**src/battle_pkg.sv**
```systemverilog
package battle_pkg;

    //////////////////////////////////////////////////////////////////////
    // serial line timing
    //////////////////////////////////////////////////////////////////////

    // kept short so a frame simulates quickly
    localparam int CLKS_PER_BIT   = 16;
    localparam int UART_DATA_BITS = 8;
    localparam int BAUD_W         = $clog2(CLKS_PER_BIT);

    //////////////////////////////////////////////////////////////////////
    // game rules
    //////////////////////////////////////////////////////////////////////

    localparam logic [15:0] MONSTER_MAX_HP = 16'd200;
    localparam logic [15:0] PLAYER_DAMAGE  = 16'd50;

    // turn lengths in clock cycles
    localparam int ATTACK_WINDOW_CYCLES = 4000;
    localparam int MONSTER_TURN_CYCLES  = 3000;
    localparam int TIMER_W              = 13;

    // ascii codes of the keys the game reacts to
    localparam logic [7:0] BYTE_ENTER = 8'h0d;
    localparam logic [7:0] BYTE_SPACE = 8'h20;
    localparam logic [7:0] BYTE_A     = 8'h61;
    localparam logic [7:0] BYTE_D     = 8'h64;

    typedef enum logic [2:0] {
        KEY_NONE,
        KEY_ENTER,
        KEY_SPACE,
        KEY_LEFT,
        KEY_RIGHT
    } key_code_t;

    typedef enum logic [1:0] {
        ST_HOME,
        ST_MENU,
        ST_PLAYER_ATTACK,
        ST_MONSTER_TURN
    } battle_state_t;

    // left to right as shown on screen
    typedef enum logic [1:0] {
        MENU_FIGHT,
        MENU_ACT,
        MENU_ITEM,
        MENU_MERCY
    } menu_choice_t;

endpackage

```
**src/uart_rx.sv**
```systemverilog
`timescale 1ns/1ps

module uart_rx import battle_pkg::*; (
    input  logic                      clk,
    input  logic                      cursor_position_rst,
    input  logic                      i_rx,
    output logic [UART_DATA_BITS-1:0] o_rx_byte,
    output logic                      o_rx_valid
);

    typedef enum logic [1:0] {
        RX_IDLE,
        RX_START,
        RX_DATA,
        RX_STOP
    } rx_state_t;

    rx_state_t         rx_state;
    logic [1:0]        rx_sync;
    logic [BAUD_W-1:0] baud_cnt;
    logic [2:0]        bit_idx;
    logic              baud_half;
    logic              baud_full;

    assign baud_half = (baud_cnt == BAUD_W'(CLKS_PER_BIT / 2 - 1));
    assign baud_full = (baud_cnt == BAUD_W'(CLKS_PER_BIT - 1));

    // two-flop synchronizer that resets to the idle high line
    always_ff @(posedge clk) begin
        if (cursor_position_rst) begin
            rx_sync <= 2'b11;
        end else begin
            rx_sync <= {rx_sync[0], i_rx};
        end
    end

    //////////////////////////////////////////////////////////////////////
    // frame FSM
    //////////////////////////////////////////////////////////////////////

    always_ff @(posedge clk) begin
        if (cursor_position_rst) begin
            rx_state   <= RX_IDLE;
            baud_cnt   <= '0;
            bit_idx    <= '0;
            o_rx_valid <= 1'b0;
        end else begin
            o_rx_valid <= 1'b0;
            case (rx_state)
                RX_IDLE: begin
                    bit_idx <= '0;
                    if (!rx_sync[1]) begin
                        // credit the cycles the edge spent in the synchronizer
                        baud_cnt <= BAUD_W'($bits(rx_sync));
                        rx_state <= RX_START;
                    end
                end
                RX_START: begin
                    if (baud_half) begin
                        baud_cnt <= '0;
                        // line back high means a glitch, not a start bit
                        rx_state <= rx_sync[1] ? RX_IDLE : RX_DATA;
                    end else begin
                        baud_cnt <= baud_cnt + 1'b1;
                    end
                end
                RX_DATA: begin
                    if (baud_full) begin
                        baud_cnt <= '0;
                        bit_idx  <= bit_idx + 1'b1;
                        if (bit_idx == 3'(UART_DATA_BITS - 1)) begin
                            rx_state <= RX_STOP;
                        end
                    end else begin
                        baud_cnt <= baud_cnt + 1'b1;
                    end
                end
                RX_STOP: begin
                    if (baud_full) begin
                        baud_cnt   <= '0;
                        // framing error drops the byte
                        o_rx_valid <= rx_sync[1];
                        rx_state   <= RX_IDLE;
                    end else begin
                        baud_cnt <= baud_cnt + 1'b1;
                    end
                end
            endcase
        end
    end

    // lsb arrives first
    always_ff @(posedge clk) begin
        if (rx_state == RX_DATA && baud_full) begin
            o_rx_byte <= {rx_sync[1], o_rx_byte[UART_DATA_BITS-1:1]};
        end
    end

endmodule

```
**src/uart_tx.sv**
```systemverilog
`timescale 1ns/1ps

module uart_tx import battle_pkg::*; (
    input  logic                      clk,
    input  logic                      cursor_position_rst,
    input  logic                      i_start,
    input  logic [UART_DATA_BITS-1:0] i_byte,
    output logic                      o_tx,
    output logic                      o_busy
);

    // stop bit, data, start bit from msb down to lsb
    logic [UART_DATA_BITS+1:0] frame;
    logic [BAUD_W-1:0]         baud_cnt;
    logic [3:0]                bit_cnt;
    logic                      baud_done;

    assign baud_done = (baud_cnt == BAUD_W'(CLKS_PER_BIT - 1));

    // line follows the low end of the frame, idle ones shift in behind it
    assign o_tx = frame[0];

    always_ff @(posedge clk) begin
        if (cursor_position_rst) begin
            frame    <= '1;
            baud_cnt <= '0;
            bit_cnt  <= '0;
            o_busy   <= 1'b0;
        end else if (!o_busy) begin
            // a start while busy never reaches this branch
            if (i_start) begin
                frame    <= {1'b1, i_byte, 1'b0};
                baud_cnt <= '0;
                bit_cnt  <= '0;
                o_busy   <= 1'b1;
            end
        end else if (baud_done) begin
            baud_cnt <= '0;
            frame    <= {1'b1, frame[UART_DATA_BITS+1:1]};
            if (bit_cnt == 4'(UART_DATA_BITS + 1)) begin
                // end of stop bit
                bit_cnt <= '0;
                o_busy  <= 1'b0;
            end else begin
                bit_cnt <= bit_cnt + 1'b1;
            end
        end else begin
            baud_cnt <= baud_cnt + 1'b1;
        end
    end

endmodule

```
**src/key_decoder.sv**
```systemverilog
`timescale 1ns/1ps

module key_decoder import battle_pkg::*; (
    input  logic       clk,
    input  logic       cursor_position_rst,
    input  logic [7:0] i_rx_byte,
    input  logic       i_rx_valid,
    input  logic       i_tx_busy,
    output key_code_t  o_key,
    output logic       o_key_valid,
    output logic [7:0] o_echo_byte,
    output logic       o_echo_start
);

    key_code_t key_next;
    logic      key_hit;

    always_comb begin
        case (i_rx_byte)
            BYTE_ENTER: key_next = KEY_ENTER;
            BYTE_SPACE: key_next = KEY_SPACE;
            BYTE_A:     key_next = KEY_LEFT;
            BYTE_D:     key_next = KEY_RIGHT;
            default:    key_next = KEY_NONE;
        endcase
    end

    assign key_hit = i_rx_valid && (key_next != KEY_NONE);

    always_ff @(posedge clk) begin
        if (cursor_position_rst) begin
            o_key_valid  <= 1'b0;
            o_echo_start <= 1'b0;
        end else begin
            o_key_valid  <= key_hit;
            // busy transmitter means this echo is lost, the key still counts
            o_echo_start <= key_hit && !i_tx_busy;
        end
    end

    always_ff @(posedge clk) begin
        if (key_hit) begin
            o_key       <= key_next;
            o_echo_byte <= i_rx_byte;
        end
    end

endmodule

```
**src/menu_cursor.sv**
```systemverilog
`timescale 1ns/1ps

module menu_cursor import battle_pkg::*; (
    input  logic         clk,
    input  logic         cursor_position_rst,
    input  logic         i_clear,
    input  key_code_t    i_key,
    input  logic         i_key_valid,
    output menu_choice_t o_cursor
);

    // saturates at both ends, moves in every game state
    always_ff @(posedge clk) begin
        if (cursor_position_rst) begin
            o_cursor <= MENU_FIGHT;
        end else if (i_clear) begin
            o_cursor <= MENU_FIGHT;
        end else if (i_key_valid) begin
            if (i_key == KEY_LEFT && o_cursor != MENU_FIGHT) begin
                o_cursor <= menu_choice_t'(o_cursor - 2'd1);
            end else if (i_key == KEY_RIGHT && o_cursor != MENU_MERCY) begin
                o_cursor <= menu_choice_t'(o_cursor + 2'd1);
            end
        end
    end

endmodule

```
**src/battle_fsm.sv**
```systemverilog
`timescale 1ns/1ps

module battle_fsm import battle_pkg::*; (
    input  logic          clk,
    input  logic          cursor_position_rst,
    input  key_code_t     i_key,
    input  logic          i_key_valid,
    input  menu_choice_t  i_cursor,
    output battle_state_t o_state,
    output logic [15:0]   o_monster_hp,
    output logic          o_cursor_clear
);

    // counts only in the two timed states, held at zero elsewhere
    logic [TIMER_W-1:0] turn_timer;
    logic               enter_key;
    logic               space_key;
    logic               attack_timeout;
    logic               turn_done;

    assign enter_key = i_key_valid && (i_key == KEY_ENTER);
    assign space_key = i_key_valid && (i_key == KEY_SPACE);

    // timer reads N-1 on the Nth edge after entering the state
    assign attack_timeout = (turn_timer == TIMER_W'(ATTACK_WINDOW_CYCLES - 1));
    assign turn_done      = (turn_timer == TIMER_W'(MONSTER_TURN_CYCLES - 1));

    // cursor goes back to FIGHT on the same edge the menu opens
    assign o_cursor_clear = ((o_state == ST_HOME) && enter_key) ||
                            ((o_state == ST_MONSTER_TURN) && turn_done);

    //////////////////////////////////////////////////////////////////////
    // game FSM
    //////////////////////////////////////////////////////////////////////

    always_ff @(posedge clk) begin
        if (cursor_position_rst) begin
            o_state      <= ST_HOME;
            o_monster_hp <= MONSTER_MAX_HP;
            turn_timer   <= '0;
        end else begin
            case (o_state)
                ST_HOME: begin
                    turn_timer <= '0;
                    if (enter_key) begin
                        o_state <= ST_MENU;
                    end
                end

                ST_MENU: begin
                    turn_timer <= '0;
                    if (enter_key) begin
                        if (i_cursor == MENU_FIGHT) begin
                            o_state <= ST_PLAYER_ATTACK;
                        end else if (i_cursor == MENU_MERCY) begin
                            // spare the monster and start over
                            o_state      <= ST_HOME;
                            o_monster_hp <= MONSTER_MAX_HP;
                        end
                        // ACT and ITEM do nothing yet
                    end
                end

                ST_PLAYER_ATTACK: begin
                    if (space_key) begin
                        turn_timer <= '0;
                        if (o_monster_hp <= PLAYER_DAMAGE) begin
                            // monster defeated
                            o_state      <= ST_HOME;
                            o_monster_hp <= MONSTER_MAX_HP;
                        end else begin
                            o_state      <= ST_MONSTER_TURN;
                            o_monster_hp <= o_monster_hp - PLAYER_DAMAGE;
                        end
                    end else if (attack_timeout) begin
                        // missed the window
                        turn_timer <= '0;
                        o_state    <= ST_MONSTER_TURN;
                    end else begin
                        turn_timer <= turn_timer + 1'b1;
                    end
                end

                ST_MONSTER_TURN: begin
                    // keys are ignored while the monster acts
                    if (turn_done) begin
                        turn_timer <= '0;
                        o_state    <= ST_MENU;
                    end else begin
                        turn_timer <= turn_timer + 1'b1;
                    end
                end
            endcase
        end
    end

endmodule

```
**src/battle_top.sv**
```systemverilog
`timescale 1ns/1ps

module battle_top import battle_pkg::*; (
    input  logic          clk,
    input  logic          cursor_position_rst,
    input  logic          i_rx,
    output logic          o_tx,
    output battle_state_t o_state,
    output menu_choice_t  o_cursor,
    output logic [15:0]   o_monster_hp
);

    logic [7:0] rx_byte;
    logic       rx_valid;
    key_code_t  key;
    logic       key_valid;
    logic [7:0] echo_byte;
    logic       echo_start;
    logic       tx_busy;
    logic       cursor_clear;

    //////////////////////////////////////////////////////////////////////
    // serial path
    //////////////////////////////////////////////////////////////////////

    uart_rx u_uart_rx (
        .clk                 (clk),
        .cursor_position_rst (cursor_position_rst),
        .i_rx                (i_rx),
        .o_rx_byte           (rx_byte),
        .o_rx_valid          (rx_valid)
    );

    key_decoder u_key_decoder (
        .clk                 (clk),
        .cursor_position_rst (cursor_position_rst),
        .i_rx_byte           (rx_byte),
        .i_rx_valid          (rx_valid),
        .i_tx_busy           (tx_busy),
        .o_key               (key),
        .o_key_valid         (key_valid),
        .o_echo_byte         (echo_byte),
        .o_echo_start        (echo_start)
    );

    // echo of each recognized key
    uart_tx u_uart_tx (
        .clk                 (clk),
        .cursor_position_rst (cursor_position_rst),
        .i_start             (echo_start),
        .i_byte              (echo_byte),
        .o_tx                (o_tx),
        .o_busy              (tx_busy)
    );

    //////////////////////////////////////////////////////////////////////
    // game control
    //////////////////////////////////////////////////////////////////////

    menu_cursor u_menu_cursor (
        .clk                 (clk),
        .cursor_position_rst (cursor_position_rst),
        .i_clear             (cursor_clear),
        .i_key               (key),
        .i_key_valid         (key_valid),
        .o_cursor            (o_cursor)
    );

    battle_fsm u_battle_fsm (
        .clk                 (clk),
        .cursor_position_rst (cursor_position_rst),
        .i_key               (key),
        .i_key_valid         (key_valid),
        .i_cursor            (o_cursor),
        .o_state             (o_state),
        .o_monster_hp        (o_monster_hp),
        .o_cursor_clear      (cursor_clear)
    );

endmodule

```
**config.mk**
```make
export PLATFORM = sky130hd
export DESIGN_NAME = battle_top
export DESIGN_NICKNAME = d
export VERILOG_FILES = /design/src/battle_pkg.sv /design/src/uart_rx.sv /design/src/uart_tx.sv /design/src/key_decoder.sv /design/src/menu_cursor.sv /design/src/battle_fsm.sv /design/src/battle_top.sv
export SDC_FILE = /design/constraint.sdc
export NUM_CORES = 1
export LEC_CHECK = 0
export BUFFER_PORTS_ARGS = -buffer_cell sky130_fd_sc_hd__buf_2
export CORE_MARGIN = 10
export CORE_UTILIZATION = 45
export DETAILED_ROUTE_END_ITERATION = 12
export GPL_TIMING_DRIVEN = 0
export SLEW_MARGIN = 20
export SYNTH_ARGS = -nofsm -noshare
export SYNTH_HDL_FRONTEND = slang
export SYNTH_SLANG_ARGS = --single-unit
```
**constraint.sdc**
```tcl
create_clock -name clk -period 3 [get_ports clk]
set_input_delay 0.45 -clock clk [delete_from_list [all_inputs] [get_ports clk]]
set_output_delay 0.45 -clock clk [all_outputs]
set_load 0.01 [all_outputs]
```
# == Word-level counts from Yosys, hierarchy flattened ==
# Index checks and enable logic that the tools add are counted.
# op_classes
n_mux,48
n_lt_le_gt_ge,1
bitwise,2
n_eq_ne,37
n_reduce_logical,30
n_addsub,8
# op_table
op,count
16-bit two-way mux,5
13-bit two-way mux,3
13-bit case mux with 3 select lines,1
4-bit two-way mux,9
2-bit two-way mux,16
16-bit case mux with 2 select lines,1
10-bit two-way mux,3
13-bit by 12-bit == test with 1-bit output (second input constant),2
2-bit by 1-bit != test with 1-bit output (second input constant),9
8-bit by 7-bit == test with 1-bit output (second input constant),2
16-bit by 6-bit less-or-equal comparator with 1-bit output (second input constant),1
2-bit case mux with 4 select lines,2
16-bit by 6-bit subtractor with 16-bit output (second input constant),1
5-bit AND reduction,3
13-bit by 1-bit adder with 13-bit output (second input constant),1
4-bit by 1-bit adder with 4-bit output (second input constant),3
4-bit == test (second input constant),3
3-bit case mux with 4 select lines,1
4-bit case mux with 3 select lines,1
2-bit == test (second input constant),5
2-bit nonzero test,5
1-bit logical AND,9
8-bit by 4-bit == test with 1-bit output (second input constant),1
8-bit by 6-bit == test with 1-bit output (second input constant),1
other kinds (21),38
# totals
inputBits,3
wordCells,144
output_inout_bits,21
register_bits,85

# == Longest topological paths before layout ==
# depth
ltp_word,5
depth_mapped,8
depth_no_buf,7

# == Modules after synthesis ==
# A second synthesis with hierarchy kept.
# hier_totals
hier_cells,426
hier_area_um2,4182.8
# modules_own_cells
mod,area_each_um2,cells_each,seq_area_each_um2,n_inst
battle_fsm,1700.4,199,600.6,1
uart_tx,996.0,106,360.3,1
uart_rx,839.6,75,480.5,1
key_decoder,515.5,34,370.4,1
menu_cursor,131.4,12,40.0,1

# == Worst setup path before layout ==
# OpenSTA, ideal clock, no wires.
# synth_path
path_type,reg2reg
from,register u_menu_cursor.o_cursor[0]
to,register u_battle_fsm.o_monster_hp[5]
t_arrival_ns,2.139
required_time_ns,2.930
path_buffers,1
slack_ns,0.790
path_stages_with_launch,9
path_cell_list,dfxtp_1 -> inv_1 -> ha_1 -> nand2b_1 -> o21ai_4 -> or4b_1 -> buf_4 -> or3_1 -> a21oi_1
# synth_via
elab_chain_len,3
word_cells_on_any_way,5
# synth_lines
item,line_no,source
start: declaration,menu_cursor.sv:9,output menu_choice_t o_cursor
start signal: assignment,menu_cursor.sv:20,o_cursor <= menu_choice_t'(o_cursor - 2'd1);
start signal: assignment,menu_cursor.sv:22,o_cursor <= menu_choice_t'(o_cursor + 2'd1);
2-bit == test or 2-bit zero test (tied branches),"battle_fsm.sv:55, battle_fsm.sv:53",
2-bit by 1-bit != test with 1-bit output (no source line) or 2-bit != test (tied branches),n/a,
5-bit AND reduction (no source line) (*),n/a,
end signal: assignment,battle_fsm.sv:73,o_monster_hp <= o_monster_hp - PLAYER_DAMAGE;
end: declaration,battle_fsm.sv:10,"output logic [15:0] o_monster_hp,"
# Every way passes the cells marked *; elsewhere a longest branch is shown, timed or not.
# A chain may end at the register's enable or synchronous reset.

# == Final worst setup path ==
# layout_path
from,register u_menu_cursor.o_cursor[0]
to,register u_battle_fsm.o_monster_hp[15]
# Same word-level chain as after synthesis.

==> impl_summary.md <==
Run status
The flow ran to the end, and the final reports show no timing, DRC or antenna violations.

Synthesis
Synthesis produced a netlist whose cell count is about 420. The number of synthesized flops with an enable pin is 19. The total of warnings raised by yosys is 0. The distinct cell type count of the synthesized netlist is 59. Ranked by total cell area, the synthesized netlist is headed by sky130_fd_sc_hd__dfxtp_1 (33%), sky130_fd_sc_hd__edfxtp_1 (15%), sky130_fd_sc_hd__nor2_1 (5.7%). After synthesis, the most frequently instantiated cells are sky130_fd_sc_hd__dfxtp_1 (64), sky130_fd_sc_hd__nor2_1 (60), sky130_fd_sc_hd__nand2_1 (27). The number of register bits inferred by synthesis is 83. The share of synthesized flip-flops with an asynchronous set or reset is 0%. In this run the mean area of a mapped cell was around 9.4 um2. The net count of the mapped netlist is around 440.

The share of the synthesized area in the top cell type is about 33%. The register area share after synthesis is between 40% and 50%. In the synthesized netlist the dominant register cell turns out to be sky130_fd_sc_hd__dfxtp_1. By instance count, the leading cell after synthesis is sky130_fd_sc_hd__dfxtp_1.

The biggest area consumer among synthesized cells is sky130_fd_sc_hd__dfxtp_1. The synthesized netlist occupies a cell area of ~0.0039 mm2.

Die
The initial standard-cell utilization of the core is between 40% and 50%. The placeable core region is between 0.008 and 0.009 mm2. Pin placement for this block handled 24 I/O pins. The die covers between 0.01 and 0.015 mm2. The row count is 34.

Measured along the x axis, the die boundary spans 113 um. Measured along the y axis, the die boundary spans roughly 110 um.

Setup path
The type of element launching the critical path is a register. For the worst setup path, the data arrival time is 2.71 ns. In this design, the largest share of critical-path delay is due to simple AND/OR/NAND/NOR gates. The setup path with the least slack is of type register to register. The worst stage delay on the critical path is 0.53 ns. In this run the number of cells on the critical path is 8. Counting cells, the worst reg-to-reg path comes to 8. At the worst endpoint, the required time is 3.28 ns. The number of buffer and inverter stages on the critical path is 2. Along the worst path, the maximum fanout reaches 10.

The critical path goes through inv_1, ha_1, nand2b_1, o21ai_4, or4b_1, buf_4, or3_1, a21oi_1. The cell with the largest stage delay on the worst path is sky130_fd_sc_hd__or4b_1. The endpoint kind of the worst setup timing path is a register.

Final layout
The number of fill cells in the layout is approximately 830. In the final design database the tool counted approximately 470 nets. In the final layout, the share of cells above drive strength 1 is around an eighth. The repair_antennas step left the layout with diodes totalling 0. The signed area change from the synthesized netlist to the final layout is 12.2%.

Clocking
Clock-pin slew was measured on the worst setup and hold paths at 0.09 ns. The clock drives 83 sinks. The number of buffers inserted during clock tree synthesis is 9. The number of H-tree levels is 3. Buffers added to address setup during post-CTS repair amount to 0.

The total of hold buffers inserted after clock tree synthesis is 0. In this run the clock root is driven by a sky130_fd_sc_hd__clkbuf_8. The maximum root-to-sink buffer count is 2. The post-cts gate resize count is 0. The CTS tree is done. The insertion delay of the later-clocked pin in the worst-skew pair is approximately 0.35 ns.

STA
The number of failing hold endpoints at the final stage is 0. The final worst slack is approximately 0.57 ns. Of the available clock period, the critical path in the final layout requires a little over 80%. The largest clock skew in the final design is 0.0104 ns.

Setup violations remaining at the end of the flow were counted as 0. The max-slew violation count is 0. The worst slew margin relative to its limit is between 50% and 60%. The sum of negative setup slack is 0 ns. At the pin with the least slew margin, the transition time is roughly 0.63 ns.

Setup repair after global routing left no endpoint under its margin. The routed design could run at a clock period as short as approximately 2.4 ns. The peak clock frequency supported by timing is a little over 400 MHz.

Global routing
The via count of the first global-routing pass is 2968. Entering global routing, the biggest net connects 15 pins. The first global-routing pass estimated approximately 13000 um of wire. Global routing finished with a remaining overflow of 0. The number of antenna violations at the first check in global routing is 0.

The overall global routing resource usage is between 10% and 20%.

Place
Before CTS, the worst setup slack after placement is approximately 0.58 ns. Summed over all nets, the half-perimeter wirelength after detailed placement is 5640 um. Port buffering added 21 buffers. Routability-driven placement finished with a final weighted congestion of between 0.7 and 0.8.

Hold path
The number of instances on the worst hold path is 2. The type of the worst min-delay path is primary input to register.

Power and ir drop
The power density over the cells is between 400 and 500 mW/mm2. The maximum vdd drop is between 0.3 and 0.4 mV. The leakage power summed over all cells is ~1.7 nW.

Route
The final routed wirelength across all metal layers is a little under 8000 um. In the routed layout, each cell is associated on average with a via count of around 5.3. The first detailed-routing pass took 4 iterations. The iteration-0 DRC count of the detailed router is about 110. The final route contains 3013 vias.

In the routed design, unresolved DRC markers number 0. The count of nets left with antenna violations once routing finished came out at 0. After detailed routing, the average wire length per cell comes to 13.8 um.

Flow run
The number of max-cap violations is 0.
==> where the power goes <==
part	total, W	switching (W)	internal [W]
clock	0.000954	0.000402	0.000552
combinational	0.0000731	0.0000484	0.0000247
sequential	0.00115	0.00000525	0.00114
total	0.00217	0.000456	0.00172
==> registers in the layout, summed over array words and instances, names as in the netlist, 4 cells and up <==
name and flops:
u_battle_fsm.o_monster_hp 15, u_battle_fsm.turn_timer 13, u_key_decoder.o_echo_byte 8, u_uart_rx.baud_cnt 4, u_uart_rx.o_rx_byte 8, u_uart_tx.baud_cnt 4, u_uart_tx.bit_cnt 4, u_uart_tx.frame 9
==> cell type report <==
class,instances,area [um2],area share [%]
multi-input combinational,301,1930,43.8
sequential,83,1850,42.0
tap,108,135,3.07
clock buffer,9,124,2.81
clock inverter,7,115,2.61
timing repair buffer,21,105,2.39
buffer,18,82.6,1.88
inverter,17,63.8,1.45
==> path summary, 6_finish.rpt <==
kind | from | end | slack, ns
max | u_menu_cursor.o_cursor[0] | u_battle_fsm.o_monster_hp[15] | 0.57
min | i_rx | u_uart_rx.rx_sync[0] | 0.27
max reg2reg | u_menu_cursor.o_cursor[0] | u_battle_fsm.o_monster_hp[15] | 0.57
min reg2reg | u_uart_rx.rx_sync[0] | u_uart_rx.rx_sync[1] | 0.42
==> metrics by stage <==
| stage | utilization [%] | cell area, um2 | cells | hold slack, ns | power (W) |
|---|---|---|---|---|---|
| 2_1_floorplan | - | 3930 | 419 | 0.389 | 0.00122 |
| 3_3_place_gp | 48.5 | 4170 | 548 | 0.392 | 0.00124 |
| 3_5_place_dp | 48.5 | 4170 | 548 | 0.400 | 0.00124 |
| 4_1_cts | 51.3 | 4400 | 564 | 0.259 | 0.00220 |
| 5_1_grt | 51.3 | 4400 | 564 | 0.259 | 0.00225 |
| 6_report | 51.3 | 4400 | 564 | 0.275 | 0.00217 |
==> layout by cell type, fill, tap and decap left out, types with 10 or more instances in the layout <==
cell type / count
sky130_fd_sc_hd__inv_1: 17
sky130_fd_sc_hd__nand3_1: 12
sky130_fd_sc_hd__nor2_1: 60
sky130_fd_sc_hd__buf_2: 24
sky130_fd_sc_hd__mux2i_1: 10
sky130_fd_sc_hd__ha_1: 14
sky130_fd_sc_hd__o21ai_0: 25
sky130_fd_sc_hd__nand2b_1: 12
sky130_fd_sc_hd__a21oi_1: 25
sky130_fd_sc_hd__xnor2_1: 12
sky130_fd_sc_hd__dfxtp_1: 64
sky130_fd_sc_hd__edfxtp_1: 19
sky130_fd_sc_hd__clkbuf_1: 12
sky130_fd_sc_hd__nand2_1: 27
==> worst register-to-register path, delay by kind of cell, from the launching register on <==
| kind | cells | cell delay, ns |
|---|---|---|
| simple gates | 3 | 1.06 |
| flops | 1 | 0.41 |
| compound gates | 2 | 0.38 |
| buf+inv | 2 | 0.30 |
| fa+ha+maj | 1 | 0.23 |
==> metal layers <==
layer	wire length, um	vias up	track usage (%)
li1	-	1539	-
met1	3720	1432	14.5
met2	3690	35	21.1
met3	283	7	3.46
met4	84	0	5.08
met5	0	-	0
==> logic make-up (layout without fill, tap and decap cells) <==
logic type | Yosys count | count (layout) | synth area share, %
xor+xnor | 21 | 21 | 4.69
fa+ha+maj | 14 | 14 | 4.46
mux | 12 | 12 | 3.12
buf+inv | 35 | 72 | 3.73
other cells | 1 | 1 | 0.0955
simple gates | 169 | 169 | 22.6
compound gates | 84 | 84 | 14.1
flops | 83 | 83 | 47.2
(Power assumes the default switching activity.)
